[config.mk]
export PLATFORM = sky130hd
export DESIGN_NAME = stack_core
export DESIGN_NICKNAME = d
export VERILOG_FILES = /design/src/stack_core_pkg.sv /design/src/insn_buffer.sv /design/src/decoder.sv /design/src/alu.sv /design/src/lifo_stack.sv /design/src/execute_stage.sv /design/src/stack_core.sv
export SDC_FILE = /design/constraint.sdc
export NUM_CORES = 2
export LEC_CHECK = 0
export BUFFER_PORTS_ARGS = -buffer_cell sky130_fd_sc_hd__buf_2
export CORE_MARGIN = 2
export CORE_UTILIZATION = 30
export CTS_CLUSTER_DIAMETER = 40
export DETAILED_ROUTE_END_ITERATION = 8
export SLEW_MARGIN = 15
export SYNTH_ARGS = -nofsm -noshare
export SYNTH_HDL_FRONTEND = slang
export SYNTH_SLANG_ARGS = --single-unit
[constraint.sdc]
create_clock -name clk -period 7.2 [get_ports clk]
set_input_delay 1.44 -clock clk [delete_from_list [all_inputs] [get_ports clk]]
set_output_delay 1.44 -clock clk [all_outputs]
set_load 0.005 [all_outputs]
[src/stack_core_pkg.sv]
package stack_core_pkg;

  typedef enum logic [2:0] {
    SRCA_STK0,
    SRCA_STK1,
    SRCA_FP,
    SRCA_IP,
    SRCA_CSTK
  } src_a_e;

  typedef enum logic [1:0] {
    SRC_IMM,
    SRC_STK1,
    SRC_ISR
  } src_b_e;

  typedef enum logic [5:0] {
    ALU_ADD   = 6'd0,
    ALU_SUB   = 6'd1,
    ALU_AND   = 6'd2,
    ALU_OR    = 6'd3,
    ALU_XOR   = 6'd4,
    ALU_A     = 6'd8,
    ALU_B     = 6'd9,
    ALU_ADDZ  = 6'd16,
    ALU_ADDNZ = 6'd17
  } alu_op_e;

  typedef struct packed {
    logic [15:0] imm;    // Already masked and extended
    src_a_e      src_a;
    src_b_e      src_b;
    alu_op_e     alu_sel;
    logic        wr_stk1;
    logic        pop;
    logic        push;
    logic        load_stk;
    logic        load_fp;
    logic        load_ip;
    logic        load_isr;
    logic        cpop;
    logic        cpush;
    logic        byt;
    logic        rd_mem;
    logic        wr_mem;
    logic        set_ien;
  } decoded_t;

  typedef struct packed {
    logic [15:0] ip;     // Address of the retired instruction
    logic [15:0] stk0;
    logic [15:0] fp;
    logic        redirect;
    logic [15:0] target;
  } retire_t;

endpackage

[src/insn_buffer.sv]
`timescale 1ns/10ps

module insn_buffer (
  input  logic        clk,
  input  logic        rst_n,
  input  logic        in_valid,
  output logic        in_ready,
  input  logic [15:0] in_insn,
  output logic        out_valid,
  input  logic        out_ready,
  output logic [15:0] out_insn
);

  logic        skid_valid;
  logic [15:0] skid_insn;
  logic        out_free;

  assign in_ready = ~skid_valid;             // Registered, no path from out_ready
  assign out_free = out_ready | ~out_valid;

  always_ff @(posedge clk or negedge rst_n)
  begin
    if (!rst_n)
    begin
      out_valid  <= 1'b0;
      skid_valid <= 1'b0;
    end
    else if (out_free)
    begin
      out_valid  <= skid_valid | in_valid;
      skid_valid <= 1'b0;
    end
    else if (in_valid && in_ready)
    begin
      skid_valid <= 1'b1;                    // Output stalled, park it
    end
  end

  always_ff @(posedge clk)
  begin
    if (out_free)
    begin
      if (skid_valid)
        out_insn <= skid_insn;
      else if (in_valid)
        out_insn <= in_insn;
    end
    else if (in_valid && in_ready)
    begin
      skid_insn <= in_insn;
    end
  end

  hold_a: assert property (@(posedge clk) disable iff (!rst_n)
    out_valid && !out_ready |=> out_valid && $stable(out_insn))
    else $error("insn_buffer: output changed while stalled");

endmodule

[src/decoder.sv]
`timescale 1ns/10ps

module decoder (
  input  logic [15:0]              insn,
  output stack_core_pkg::decoded_t dec
);

  logic        sign;
  logic [15:0] imm_mask;

  function automatic logic calc_sign(input logic [15:0] ins);
    casez (ins)
      16'b000?_????_????_????: return ins[11];
      default:                 return 1'b0;
    endcase
  endfunction

  function automatic logic [15:0] calc_imm_mask(input logic [3:0] op);
    casez (op)
      4'b1???: return 16'h7fff;
      4'b000?: return 16'h0ffe;
      4'b0100: return 16'h03fe;
      default: return 16'h03ff;
    endcase
  endfunction

  function automatic stack_core_pkg::src_a_e calc_src_a(input logic [15:0] ins);
    casez (ins)
      16'b000?_????_????_????: return stack_core_pkg::SRCA_IP;     // Relative jumps
      16'b001?_????_????_????: return stack_core_pkg::src_a_e'({1'b0, ins[11:10]});
      16'b010?_????_????_????: return stack_core_pkg::src_a_e'({1'b0, ins[11:10]});
      16'b0110_01??_????_????: return stack_core_pkg::SRCA_FP;
      16'b0111_1???_???1_??1?: return stack_core_pkg::SRCA_CSTK;   // Interrupt return
      16'b0111_1???_???1_???0: return stack_core_pkg::SRCA_IP;
      16'b0111_1???_????_00?0: return stack_core_pkg::SRCA_CSTK;
      16'b0111_1???_????_0011: return stack_core_pkg::SRCA_FP;
      default:                 return stack_core_pkg::SRCA_STK0;
    endcase
  endfunction

  function automatic stack_core_pkg::src_b_e calc_src_b(input logic [15:0] ins);
    casez (ins)
      16'b0111_1???_???1_????: return stack_core_pkg::SRC_ISR;
      16'b0111_????_????_????: return stack_core_pkg::SRC_STK1;
      default:                 return stack_core_pkg::SRC_IMM;
    endcase
  endfunction

  function automatic stack_core_pkg::alu_op_e calc_alu_sel(input logic [15:0] ins);
    casez (ins)
      16'b1???_????_????_????: return stack_core_pkg::ALU_B;
      16'b0001_????_????_???0: return stack_core_pkg::ALU_ADDZ;
      16'b0001_????_????_???1: return stack_core_pkg::ALU_ADDNZ;
      16'b001?_00??_????_????: return stack_core_pkg::ALU_B;       // Absolute address
      16'b010?_00??_????_????: return stack_core_pkg::ALU_B;
      16'b0110_00??_????_????: return stack_core_pkg::ALU_B;
      16'b0111_0???_????_????: return stack_core_pkg::alu_op_e'(ins[5:0]);
      16'b0111_1???_???1_??00: return stack_core_pkg::ALU_B;
      16'b0111_1???_????_????: return stack_core_pkg::ALU_A;
      default:                 return stack_core_pkg::ALU_ADD;
    endcase
  endfunction

  function automatic logic calc_pop(input logic [15:0] ins);
    casez (ins)
      16'b0001_????_????_????: return 1'b1;
      16'b0011_????_????_????: return 1'b1;
      16'b0100_????_????_???1: return 1'b1;
      16'b0111_0???_?1??_????: return 1'b1;                        // ALU pop bit
      16'b0111_1???_????_?1??: return 1'b1;
      16'b0111_1???_???1_???1: return 1'b1;
      default:                 return 1'b0;
    endcase
  endfunction

  function automatic logic calc_push(input logic [15:0] ins);
    casez (ins)
      16'b1???_????_????_????: return 1'b1;
      16'b0010_????_????_????: return 1'b1;
      16'b0100_????_????_???0: return 1'b1;
      16'b0101_????_????_????: return 1'b1;
      16'b0111_????_1???_????: return 1'b1;                        // ALU push bit
      default:                 return 1'b0;
    endcase
  endfunction

  function automatic logic calc_load_stk(input logic [15:0] ins);
    casez (ins)
      16'b0111_0???_????_????: return 1'b1;
      16'b0111_1???_????_1?0?: return 1'b1;
      default:                 return calc_push(ins);
    endcase
  endfunction

  function automatic logic calc_load_fp(input logic [15:0] ins);
    casez (ins)
      16'b0110_01??_????_????: return 1'b1;
      16'b0111_1???_???0_0010: return 1'b1;
      default:                 return 1'b0;
    endcase
  endfunction

  function automatic logic calc_load_ip(input logic [15:0] ins);
    casez (ins)
      16'b000?_????_????_????: return 1'b1;
      16'b0110_00??_????_????: return 1'b1;
      16'b0111_1???_????_0000: return 1'b1;
      16'b0111_1???_???1_0010: return 1'b1;
      default:                 return 1'b0;
    endcase
  endfunction

  function automatic logic calc_cpop(input logic [15:0] ins);
    casez (ins)
      16'b0111_1???_???0_00?0: return 1'b1;
      16'b0111_1???_???1_??1?: return 1'b1;
      default:                 return 1'b0;
    endcase
  endfunction

  function automatic logic calc_cpush(input logic [15:0] ins);
    casez (ins)
      16'b0000_????_????_???1: return 1'b1;                        // Call
      16'b0110_00??_????_????: return 1'b1;
      16'b0111_1???_???1_??00: return 1'b1;
      16'b0111_1???_????_0011: return 1'b1;
      default:                 return 1'b0;
    endcase
  endfunction

  function automatic logic calc_byt(input logic [15:0] ins);
    casez (ins)
      16'b001?_????_????_????: return 1'b1;
      16'b0111_????_????_???1: return 1'b1;
      default:                 return 1'b0;
    endcase
  endfunction

  function automatic logic calc_rd_mem(input logic [15:0] ins);
    casez (ins)
      16'b0010_????_????_????: return 1'b1;
      16'b0100_????_????_???0: return 1'b1;
      16'b0110_00??_????_????: return 1'b1;                        // Indirect call
      16'b0111_1???_????_10??: return 1'b1;
      default:                 return 1'b0;
    endcase
  endfunction

  function automatic logic calc_wr_mem(input logic [15:0] ins);
    casez (ins)
      16'b0011_????_????_????: return 1'b1;
      16'b0100_????_????_???1: return 1'b1;
      16'b0111_1???_????_11??: return 1'b1;
      default:                 return 1'b0;
    endcase
  endfunction

  assign sign     = calc_sign(insn);
  assign imm_mask = calc_imm_mask(insn[15:12]);

  always_comb
  begin
    dec.imm      = (insn & imm_mask) | (sign ? ~imm_mask : 16'h0000);
    dec.src_a    = calc_src_a(insn);
    dec.src_b    = calc_src_b(insn);
    dec.alu_sel  = calc_alu_sel(insn);
    dec.wr_stk1  = (calc_src_b(insn) == stack_core_pkg::SRC_STK1) & insn[3];
    dec.pop      = calc_pop(insn);
    dec.push     = calc_push(insn);
    dec.load_stk = calc_load_stk(insn);
    dec.load_fp  = calc_load_fp(insn);
    dec.load_ip  = calc_load_ip(insn);
    dec.load_isr = (insn == 16'h7811);
    dec.cpop     = calc_cpop(insn);
    dec.cpush    = calc_cpush(insn);
    dec.byt      = calc_byt(insn);
    dec.rd_mem   = calc_rd_mem(insn);
    dec.wr_mem   = calc_wr_mem(insn);
    dec.set_ien  = (insn == 16'h7812);
  end

endmodule

[src/alu.sv]
`timescale 1ns/10ps

module alu (
  input  logic                    [15:0] a,
  input  logic                    [15:0] b,
  input  stack_core_pkg::alu_op_e        op,
  input  logic                           zero_in,
  output logic                    [15:0] result,
  output logic                           take
);

  always_comb
  begin
    take = 1'b1;                         // Unconditional unless a branch op
    case (op)
      stack_core_pkg::ALU_ADD:   result = a + b;
      stack_core_pkg::ALU_SUB:   result = a - b;
      stack_core_pkg::ALU_AND:   result = a & b;
      stack_core_pkg::ALU_OR:    result = a | b;
      stack_core_pkg::ALU_XOR:   result = a ^ b;
      stack_core_pkg::ALU_A:     result = a;
      stack_core_pkg::ALU_B:     result = b;
      stack_core_pkg::ALU_ADDZ:
      begin
        result = a + b;
        take   = zero_in;
      end
      stack_core_pkg::ALU_ADDNZ:
      begin
        result = a + b;
        take   = ~zero_in;
      end
      default:                   result = a;
    endcase
  end

endmodule

[src/lifo_stack.sv]
`timescale 1ns/10ps

module lifo_stack #(
  parameter int DEPTH = 16
) (
  input  logic        clk,
  input  logic        rst_n,
  input  logic        push,
  input  logic        pop,
  input  logic        load_top,
  input  logic        wr_second,
  input  logic [15:0] din,
  output logic [15:0] top,
  output logic [15:0] second,
  output logic        overflow
);

  localparam int CW = $clog2(DEPTH + 1);
  localparam int AW = $clog2(DEPTH - 2);

  logic [15:0]   spill [DEPTH-2];
  logic [CW-1:0] cnt;                   // Entries held, registers included
  logic          do_push;
  logic          do_pop;
  logic [AW-1:0] wr_idx;
  logic [AW-1:0] rd_idx;

  assign do_push  = push & ~pop;
  assign do_pop   = pop & ~push;
  assign overflow = do_push & (cnt == CW'(DEPTH));
  assign wr_idx   = AW'(cnt - CW'(2));
  assign rd_idx   = AW'(cnt - CW'(3));

  always_ff @(posedge clk or negedge rst_n)
  begin
    if (!rst_n)
    begin
      top    <= 16'h0000;
      second <= 16'h0000;
      cnt    <= '0;
    end
    else if (do_push)
    begin
      top    <= load_top ? din : top;
      second <= top;
      if (!overflow)
        cnt <= cnt + 1'b1;
    end
    else if (do_pop)
    begin
      top    <= load_top ? din : second;
      second <= (cnt > CW'(2)) ? spill[rd_idx] : 16'h0000;
      if (cnt != '0)
        cnt <= cnt - 1'b1;
    end
    else
    begin
      if (load_top)
        top <= din;
      if (wr_second)
        second <= top;                  // Swap when paired with load_top
    end
  end

  always_ff @(posedge clk)
  begin
    if (do_push && cnt >= CW'(2) && !overflow)
      spill[wr_idx] <= second;
  end

  pop_empty_a: assert property (@(posedge clk) disable iff (!rst_n)
    do_pop |-> cnt != '0)
    else $error("lifo_stack: pop on empty stack");

endmodule

[src/execute_stage.sv]
`timescale 1ns/10ps

module execute_stage #(
  parameter int STK_DEPTH = 16,
  parameter int MEM_BYTES = 128
) (
  input  logic                     clk,
  input  logic                     rst_n,
  input  logic                     in_valid,
  output logic                     in_ready,
  input  stack_core_pkg::decoded_t dec,
  output logic                     retire_valid,
  input  logic                     retire_ready,
  output stack_core_pkg::retire_t  retire
);

  localparam int AW = $clog2(MEM_BYTES);

  logic [7:0]    mem [MEM_BYTES];
  logic [15:0]   ip;
  logic [15:0]   fp;
  logic [15:0]   isr;
  logic [15:0]   stk0;
  logic [15:0]   stk1;
  logic [15:0]   ctop;
  logic [15:0]   a;
  logic [15:0]   b;
  logic [15:0]   result;
  logic [15:0]   mem_rdata;
  logic [15:0]   value;
  logic [15:0]   ip_inc;
  logic [15:0]   ip_next;
  logic [15:0]   fp_next;
  logic [15:0]   stk0_next;
  logic [15:0]   cstk_din;
  logic [AW-1:0] addr;
  logic [AW-1:0] addr_hi;
  logic          take;
  logic          jump;
  logic          fire;
  logic          dstk_ovf;
  logic          cstk_ovf;

  assign in_ready = retire_ready | ~retire_valid;
  assign fire     = in_valid & in_ready;

  always_comb
  begin
    case (dec.src_a)
      stack_core_pkg::SRCA_STK1: a = stk1;
      stack_core_pkg::SRCA_FP:   a = fp;
      stack_core_pkg::SRCA_IP:   a = ip;
      stack_core_pkg::SRCA_CSTK: a = ctop;
      default:                   a = stk0;
    endcase
    case (dec.src_b)
      stack_core_pkg::SRC_STK1:  b = stk1;
      stack_core_pkg::SRC_ISR:   b = isr;
      default:                   b = dec.imm;
    endcase
  end

  alu u_alu (
    .a       (a),
    .b       (b),
    .op      (dec.alu_sel),
    .zero_in (stk0 == 16'h0000),
    .result  (result),
    .take    (take)
  );

  // Little-endian words, address comes straight from the ALU
  assign addr      = result[AW-1:0];
  assign addr_hi   = AW'(addr + 1'b1);
  assign mem_rdata = dec.byt ? {8'h00, mem[addr]} : {mem[addr_hi], mem[addr]};
  assign value     = dec.rd_mem ? mem_rdata : result;

  assign ip_inc    = ip + 16'd2;
  assign jump      = dec.load_ip & take;
  assign ip_next   = jump ? value : ip_inc;
  assign fp_next   = dec.load_fp ? value : fp;
  assign stk0_next = dec.load_stk ? value : ((dec.pop & ~dec.push) ? stk1 : stk0);
  assign cstk_din  = (dec.src_a == stack_core_pkg::SRCA_FP) ? fp : ip_inc;

  lifo_stack #(.DEPTH(STK_DEPTH)) u_dstk (
    .clk       (clk),
    .rst_n     (rst_n),
    .push      (fire & dec.push),
    .pop       (fire & dec.pop),
    .load_top  (fire & dec.load_stk),
    .wr_second (fire & dec.wr_stk1),
    .din       (value),
    .top       (stk0),
    .second    (stk1),
    .overflow  (dstk_ovf)
  );

  lifo_stack #(.DEPTH(STK_DEPTH)) u_cstk (
    .clk       (clk),
    .rst_n     (rst_n),
    .push      (fire & dec.cpush),
    .pop       (fire & dec.cpop),
    .load_top  (fire & dec.cpush),
    .wr_second (1'b0),
    .din       (cstk_din),
    .top       (ctop),
    .second    (),
    .overflow  (cstk_ovf)
  );

  always_ff @(posedge clk or negedge rst_n)
  begin
    if (!rst_n)
    begin
      ip           <= 16'h0000;
      fp           <= 16'h0000;
      isr          <= 16'h0000;
      retire_valid <= 1'b0;
    end
    else
    begin
      if (fire)
      begin
        ip <= ip_next;
        fp <= fp_next;
        if (dec.load_isr)
          isr <= value;
      end
      if (fire)
        retire_valid <= 1'b1;
      else if (retire_ready)
        retire_valid <= 1'b0;
    end
  end

  always_ff @(posedge clk)
  begin
    if (fire)
    begin
      retire <= '{ip: ip, stk0: stk0_next, fp: fp_next, redirect: jump, target: ip_next};
    end
    if (fire && dec.wr_mem)
    begin
      mem[addr] <= stk1[7:0];
      if (!dec.byt)
        mem[addr_hi] <= stk1[15:8];
    end
  end

  stk_ovf_a: assert property (@(posedge clk) disable iff (!rst_n)
    !(dstk_ovf || cstk_ovf))
    else $error("execute_stage: stack overflow");

endmodule

[src/stack_core.sv]
`timescale 1ns/10ps

module stack_core #(
  parameter int STK_DEPTH = 16,
  parameter int MEM_BYTES = 128
) (
  input  logic                    clk,
  input  logic                    rst_n,
  input  logic                    insn_valid,
  output logic                    insn_ready,
  input  logic [15:0]             insn,
  output logic                    retire_valid,
  input  logic                    retire_ready,
  output stack_core_pkg::retire_t retire
);

  logic                     buf_valid;
  logic                     buf_ready;
  logic [15:0]              buf_insn;
  stack_core_pkg::decoded_t dec;

  insn_buffer u_buf (
    .clk       (clk),
    .rst_n     (rst_n),
    .in_valid  (insn_valid),
    .in_ready  (insn_ready),
    .in_insn   (insn),
    .out_valid (buf_valid),
    .out_ready (buf_ready),
    .out_insn  (buf_insn)
  );

  decoder u_dec (
    .insn (buf_insn),
    .dec  (dec)
  );

  execute_stage #(
    .STK_DEPTH (STK_DEPTH),
    .MEM_BYTES (MEM_BYTES)
  ) u_exe (
    .clk          (clk),
    .rst_n        (rst_n),
    .in_valid     (buf_valid),
    .in_ready     (buf_ready),
    .dec          (dec),
    .retire_valid (retire_valid),
    .retire_ready (retire_ready),
    .retire       (retire)
  );

endmodule

==> flow_metrics.py <==
metrics = {
    "timing": {
        "finalHoldViolations": 0,
        "finClkSkew_ns": 0.07025,
        "finalSetupTns_ns": -0.02772,
        "final.setup.worst_slack_ns": -0.02772,
        "finalMaxSlewViolations": 0,
        "fin_crit_ns": 7.228,
        "max_freq_mhz": 138.4,
        "finalSetupViolCount": 1,
        "period_share_pct": 100.4,
        "worst_pin_slew_ns": 1.296,
        "slew_headroom_pct": 13.59,
    },
    "logic_synthesis": {
        "avgSynthCellArea_um2": 12.70,
        "yosysTopAreaCellShare_pct": 49.54,
        "synth_edf_count": 1569,
        "synthesis.nets": 7584,
        "synth_cell_types": 115,
        "synth-main-ff-cell": "edfxtp_1",
        "synth_area_leaders": "edfxtp_1 50%, mux2_2 11%, mux4_2 6.1%",
        "async_flop_share_pct": 7.379,
        "synth_cells": 7490,
        "ys_seq_area_share_pct": 52.83,
        "yosysTopAreaCell": "edfxtp_1",
        "ys_ff_latch": 1694,
        "yosysWarnings": 0,
        "syn_area_um2": 95100,
    },
    "finish": {
        "multi_input_area_um2": 42140,
        "instances_no_fill": 12620,
        "finalNetCount": 8291,
        "area_growth_pct": 24.61,
        "fill_cells": 29970,
        "drive_gt1_share_pct": 36.22,
        "seq_area_um2": 50310,
    },
    "clock_tree": {
        "cts_sinks": 1694,
        "cts-root-buf": "clkbuf_16",
        "cts_tree": "yes",
        "clk-insertion-delay-late_ns": 0.89,
        "path_clk_slew_ns": 0.05,
        "cts_max_level": 5,
        "clk_path_buf_depth": 4,
        "cts_buffers": 317,
    },
    "global_route": {
        "grt_usage_pct": 27.88,
        "grt_pass1_wl_um": 629000,
        "overflow": 0,
        "antenna_found_initial": 39,
        "grt_max_degree": 82,
        "grt_pass1_vias": 74040,
    },
    "routing": {
        "finalWirelength_um": 465100,
        "ant_nets": 0,
        "vias": 77010,
        "drtIter0Drc": 12890,
        "drc_errors": 0,
        "firstDrtPassIters": 9,
        "post_drt_wl_per_cell_um": 36.85,
        "viasPerCell": 6.101,
    },
    "hold_path": {
        "hold_class": "flop to flop",
        "min_from": "u_exe.isr[8]$_DFFE_PN0P_",
        "hold_depth": 2,
        "hold_path_end": "u_exe.isr[8]$_DFFE_PN0P_",
    },
    "worst_setup_path": {
        "cp-end-kind": "flop",
        "r2r_slack_ns": -0.03,
        "required_ns": 7.80,
        "r2r-start": "u_buf.out_insn[14]$_DFFE_PP_",
        "arrival_ns": 7.82,
        "critPathLaunchType": "flop",
        "path_max_fanout": 15,
        "crit_type": "flop to flop",
        "rr_endpoint": "u_exe.retire[35]$_DFFE_PP_",
        "ff2ff_path_depth": 26,
    },
    "job": {
        "maxCapViolations": 0,
    },
    "floorplanning": {
        "die_y_um": 567.0,
        "row_count": 206,
        "pin_count": 87,
        "die_area_um2": 321500,
        "die_x_um": 567.0,
        "start_util_pct": 30.17,
        "coreArea_um2": 315200,
    },
    "pwr": {
        "seq_power_share_pct": 22.2,
        "p_sw_share_pct": 45.35,
        "clkPwrFrac_pct": 24.7,
        "comb_power_share_pct": 53.1,
        "p_leak_uw": 0.04145,
        "p_total_uw": 62370,
        "ir_drop_mv": 0.4600,
        "p_int_uw": 34080,
        "p_per_area_nw_per_um2": 526.3,
        "switchingPower_uw": 28280,
    },
    "status": {
        "violations": "negative setup slack",
        "status": "complete, but fails checks",
    },
    "placement": {
        "gp_congestion": 1.028,
        "dp_slack_ns": -1.073,
        "place_inst": 12010,
        "port_buffers": 86,
        "hpwl_um": 325200,
    },
}
through the flow:
| stage | hold slack (ns) | instance area, um^2 | util (%) |
|---|---|---|---|
| after floorplan | 0.4489 | 95190 | - |
| after global placement | 0.4685 | 107000 | 33.94 |
| after detailed placement | 0.4771 | 107000 | 33.94 |
| after CTS | 0.4872 | 118100 | 37.45 |
| after global routing | 0.5250 | 118500 | 37.59 |
| final | 0.4863 | 118500 | 37.59 |
cells by family after synthesis:
| kind of cell | share of synthesized area, % |
|---|---|
| and+or+nand+nor | 7.815 |
| DFF | 52.83 |
| xor gates and xnor gates | 0.5763 |
| AOI/OAI and AO/OA | 10.90 |
| muxes | 23.29 |
| buffers and inverters | 3.584 |
| adders and majority gates | 0.9973 |
synthesized netlist by cell type, drive strengths merged (102+ instances only):
cell    count
mux2i     385
mux4      258
dfrtp     125
clkbuf    450
mux2     1109
nor2      290
a211oi    102
a21oi     246
edfxtp   1569
nand3     124
a22oi     108
o21ai     426
nand2     935
buf       249
worst max path at each step:
stage,startpoint,to,slack (ns),depth (start not counted)
global route,u_buf.out_insn[14]$_DFFE_PP_,u_exe.retire[37]$_DFFE_PP_,-0.01,27
detailed placement,u_buf.out_insn[15]$_DFFE_PP_,u_exe.retire[21]$_DFFE_PP_,-1.07,25
global placement,u_buf.out_insn[14]$_DFFE_PP_,u_exe.retire[21]$_DFFE_PP_,-1.10,23
CTS,u_buf.out_insn[14]$_DFFE_PP_,u_exe.retire[22]$_DFFE_PP_,0.004,26
finish,u_buf.out_insn[14]$_DFFE_PP_,u_exe.retire[35]$_DFFE_PP_,-0.03,26
floorplan,u_buf.out_insn[12]$_DFFE_PP_,u_exe.mem[55][2]$_DFFE_PP_,0.0002,29
critical path, cell delays in order, from the launching register on:
cell      delay, ns
edfxtp_1       0.46
and4b_2        0.38
and4_4         0.31
and2b_1        0.22
buf_4          0.19
o21ai_1        0.26
nor3_2         0.11
buf_4          0.17
fa_1           0.43
xnor2_1        0.18
nand3_1        0.13
o221ai_2       0.18
a21oi_4        0.23
buf_12         0.25
nand2_8        0.21
buf_4          0.27
buf_12         0.16
mux2i_1        0.20
o211ai_1       0.11
a222oi_1       0.81
buf_4          0.27
o22ai_1        0.16
or4_1          0.58
buf_4          0.20
o22ai_1        0.16
buf_4          0.17
o21ai_1        0.07
final cells by class:
class | count | share of cell area (%)
Sequential cell | 1694 | 42.45
Multi-Input combinational cell | 5034 | 35.56
Timing Repair Buffer | 1086 | 8.125
Clock buffer | 347 | 6.877
Tap cell | 4160 | 4.392
Clock inverter | 228 | 2.352
Inverter | 64 | 0.2196
Antenna cell | 10 | 0.02112
cells in the final DEF (no fill, tap or decap), types with 86 or more instances in the layout:
cell / netlist / routed
o21ai_0: 382 / 350
nor2_1: 266 / 254
mux2_2: 905 / 905
nand3_1: 124 / 123
buf_12: 0 / 134
clkbuf_16: 0 / 320
a22oi_1: 107 / 105
buf_4: 66 / 864
edfxtp_1: 1569 / 1569
nand2_1: 864 / 860
o22ai_1: 86 / 86
mux2_1: 204 / 204
mux4_2: 258 / 258
mux2i_1: 385 / 384
a211oi_1: 96 / 92
a21oi_1: 241 / 235
dfrtp_1: 125 / 107
repair_timing:
action | 4_1_cts | 5_1_grt
resized for setup | 19 | 28
gates cloned | 0 | 1
buffers inserted | 4 | 27
endpoints found under the setup margin | 49 | 375
hold buffers | 0 | 0
pin swaps | 3 | 9
power groups by stage:
stage | logic (uW) | clock network (uW) | registers (uW)
detailed placement | 31500 | 0 | 14000
floorplan | 15800 | 0 | 13200
global route | 33400 | 15900 | 13900
global placement | 31400 | 0 | 14000
CTS | 31700 | 15500 | 13800
finish | 33100 | 15400 | 13800
registers in the layout, summed over array words and instances, names as in the netlist, 65 cells and up:
signal,flops
u_exe.u_cstk.spill,224
u_exe.mem,1024
u_exe.u_dstk.spill,224
u_exe.retire,65
per-layer routing:
metal  global-route usage, %  vias up  share of wire (%)
met5                       0        -              0.022
li1                        -    30700                  -
met3                   6.358     1280                 11
met2                   42.08     5667                 43
met1                   36.83    39350                 39
met4                   15.58       16                6.7
No activity file was read; power rests on OpenSTA's default activity.
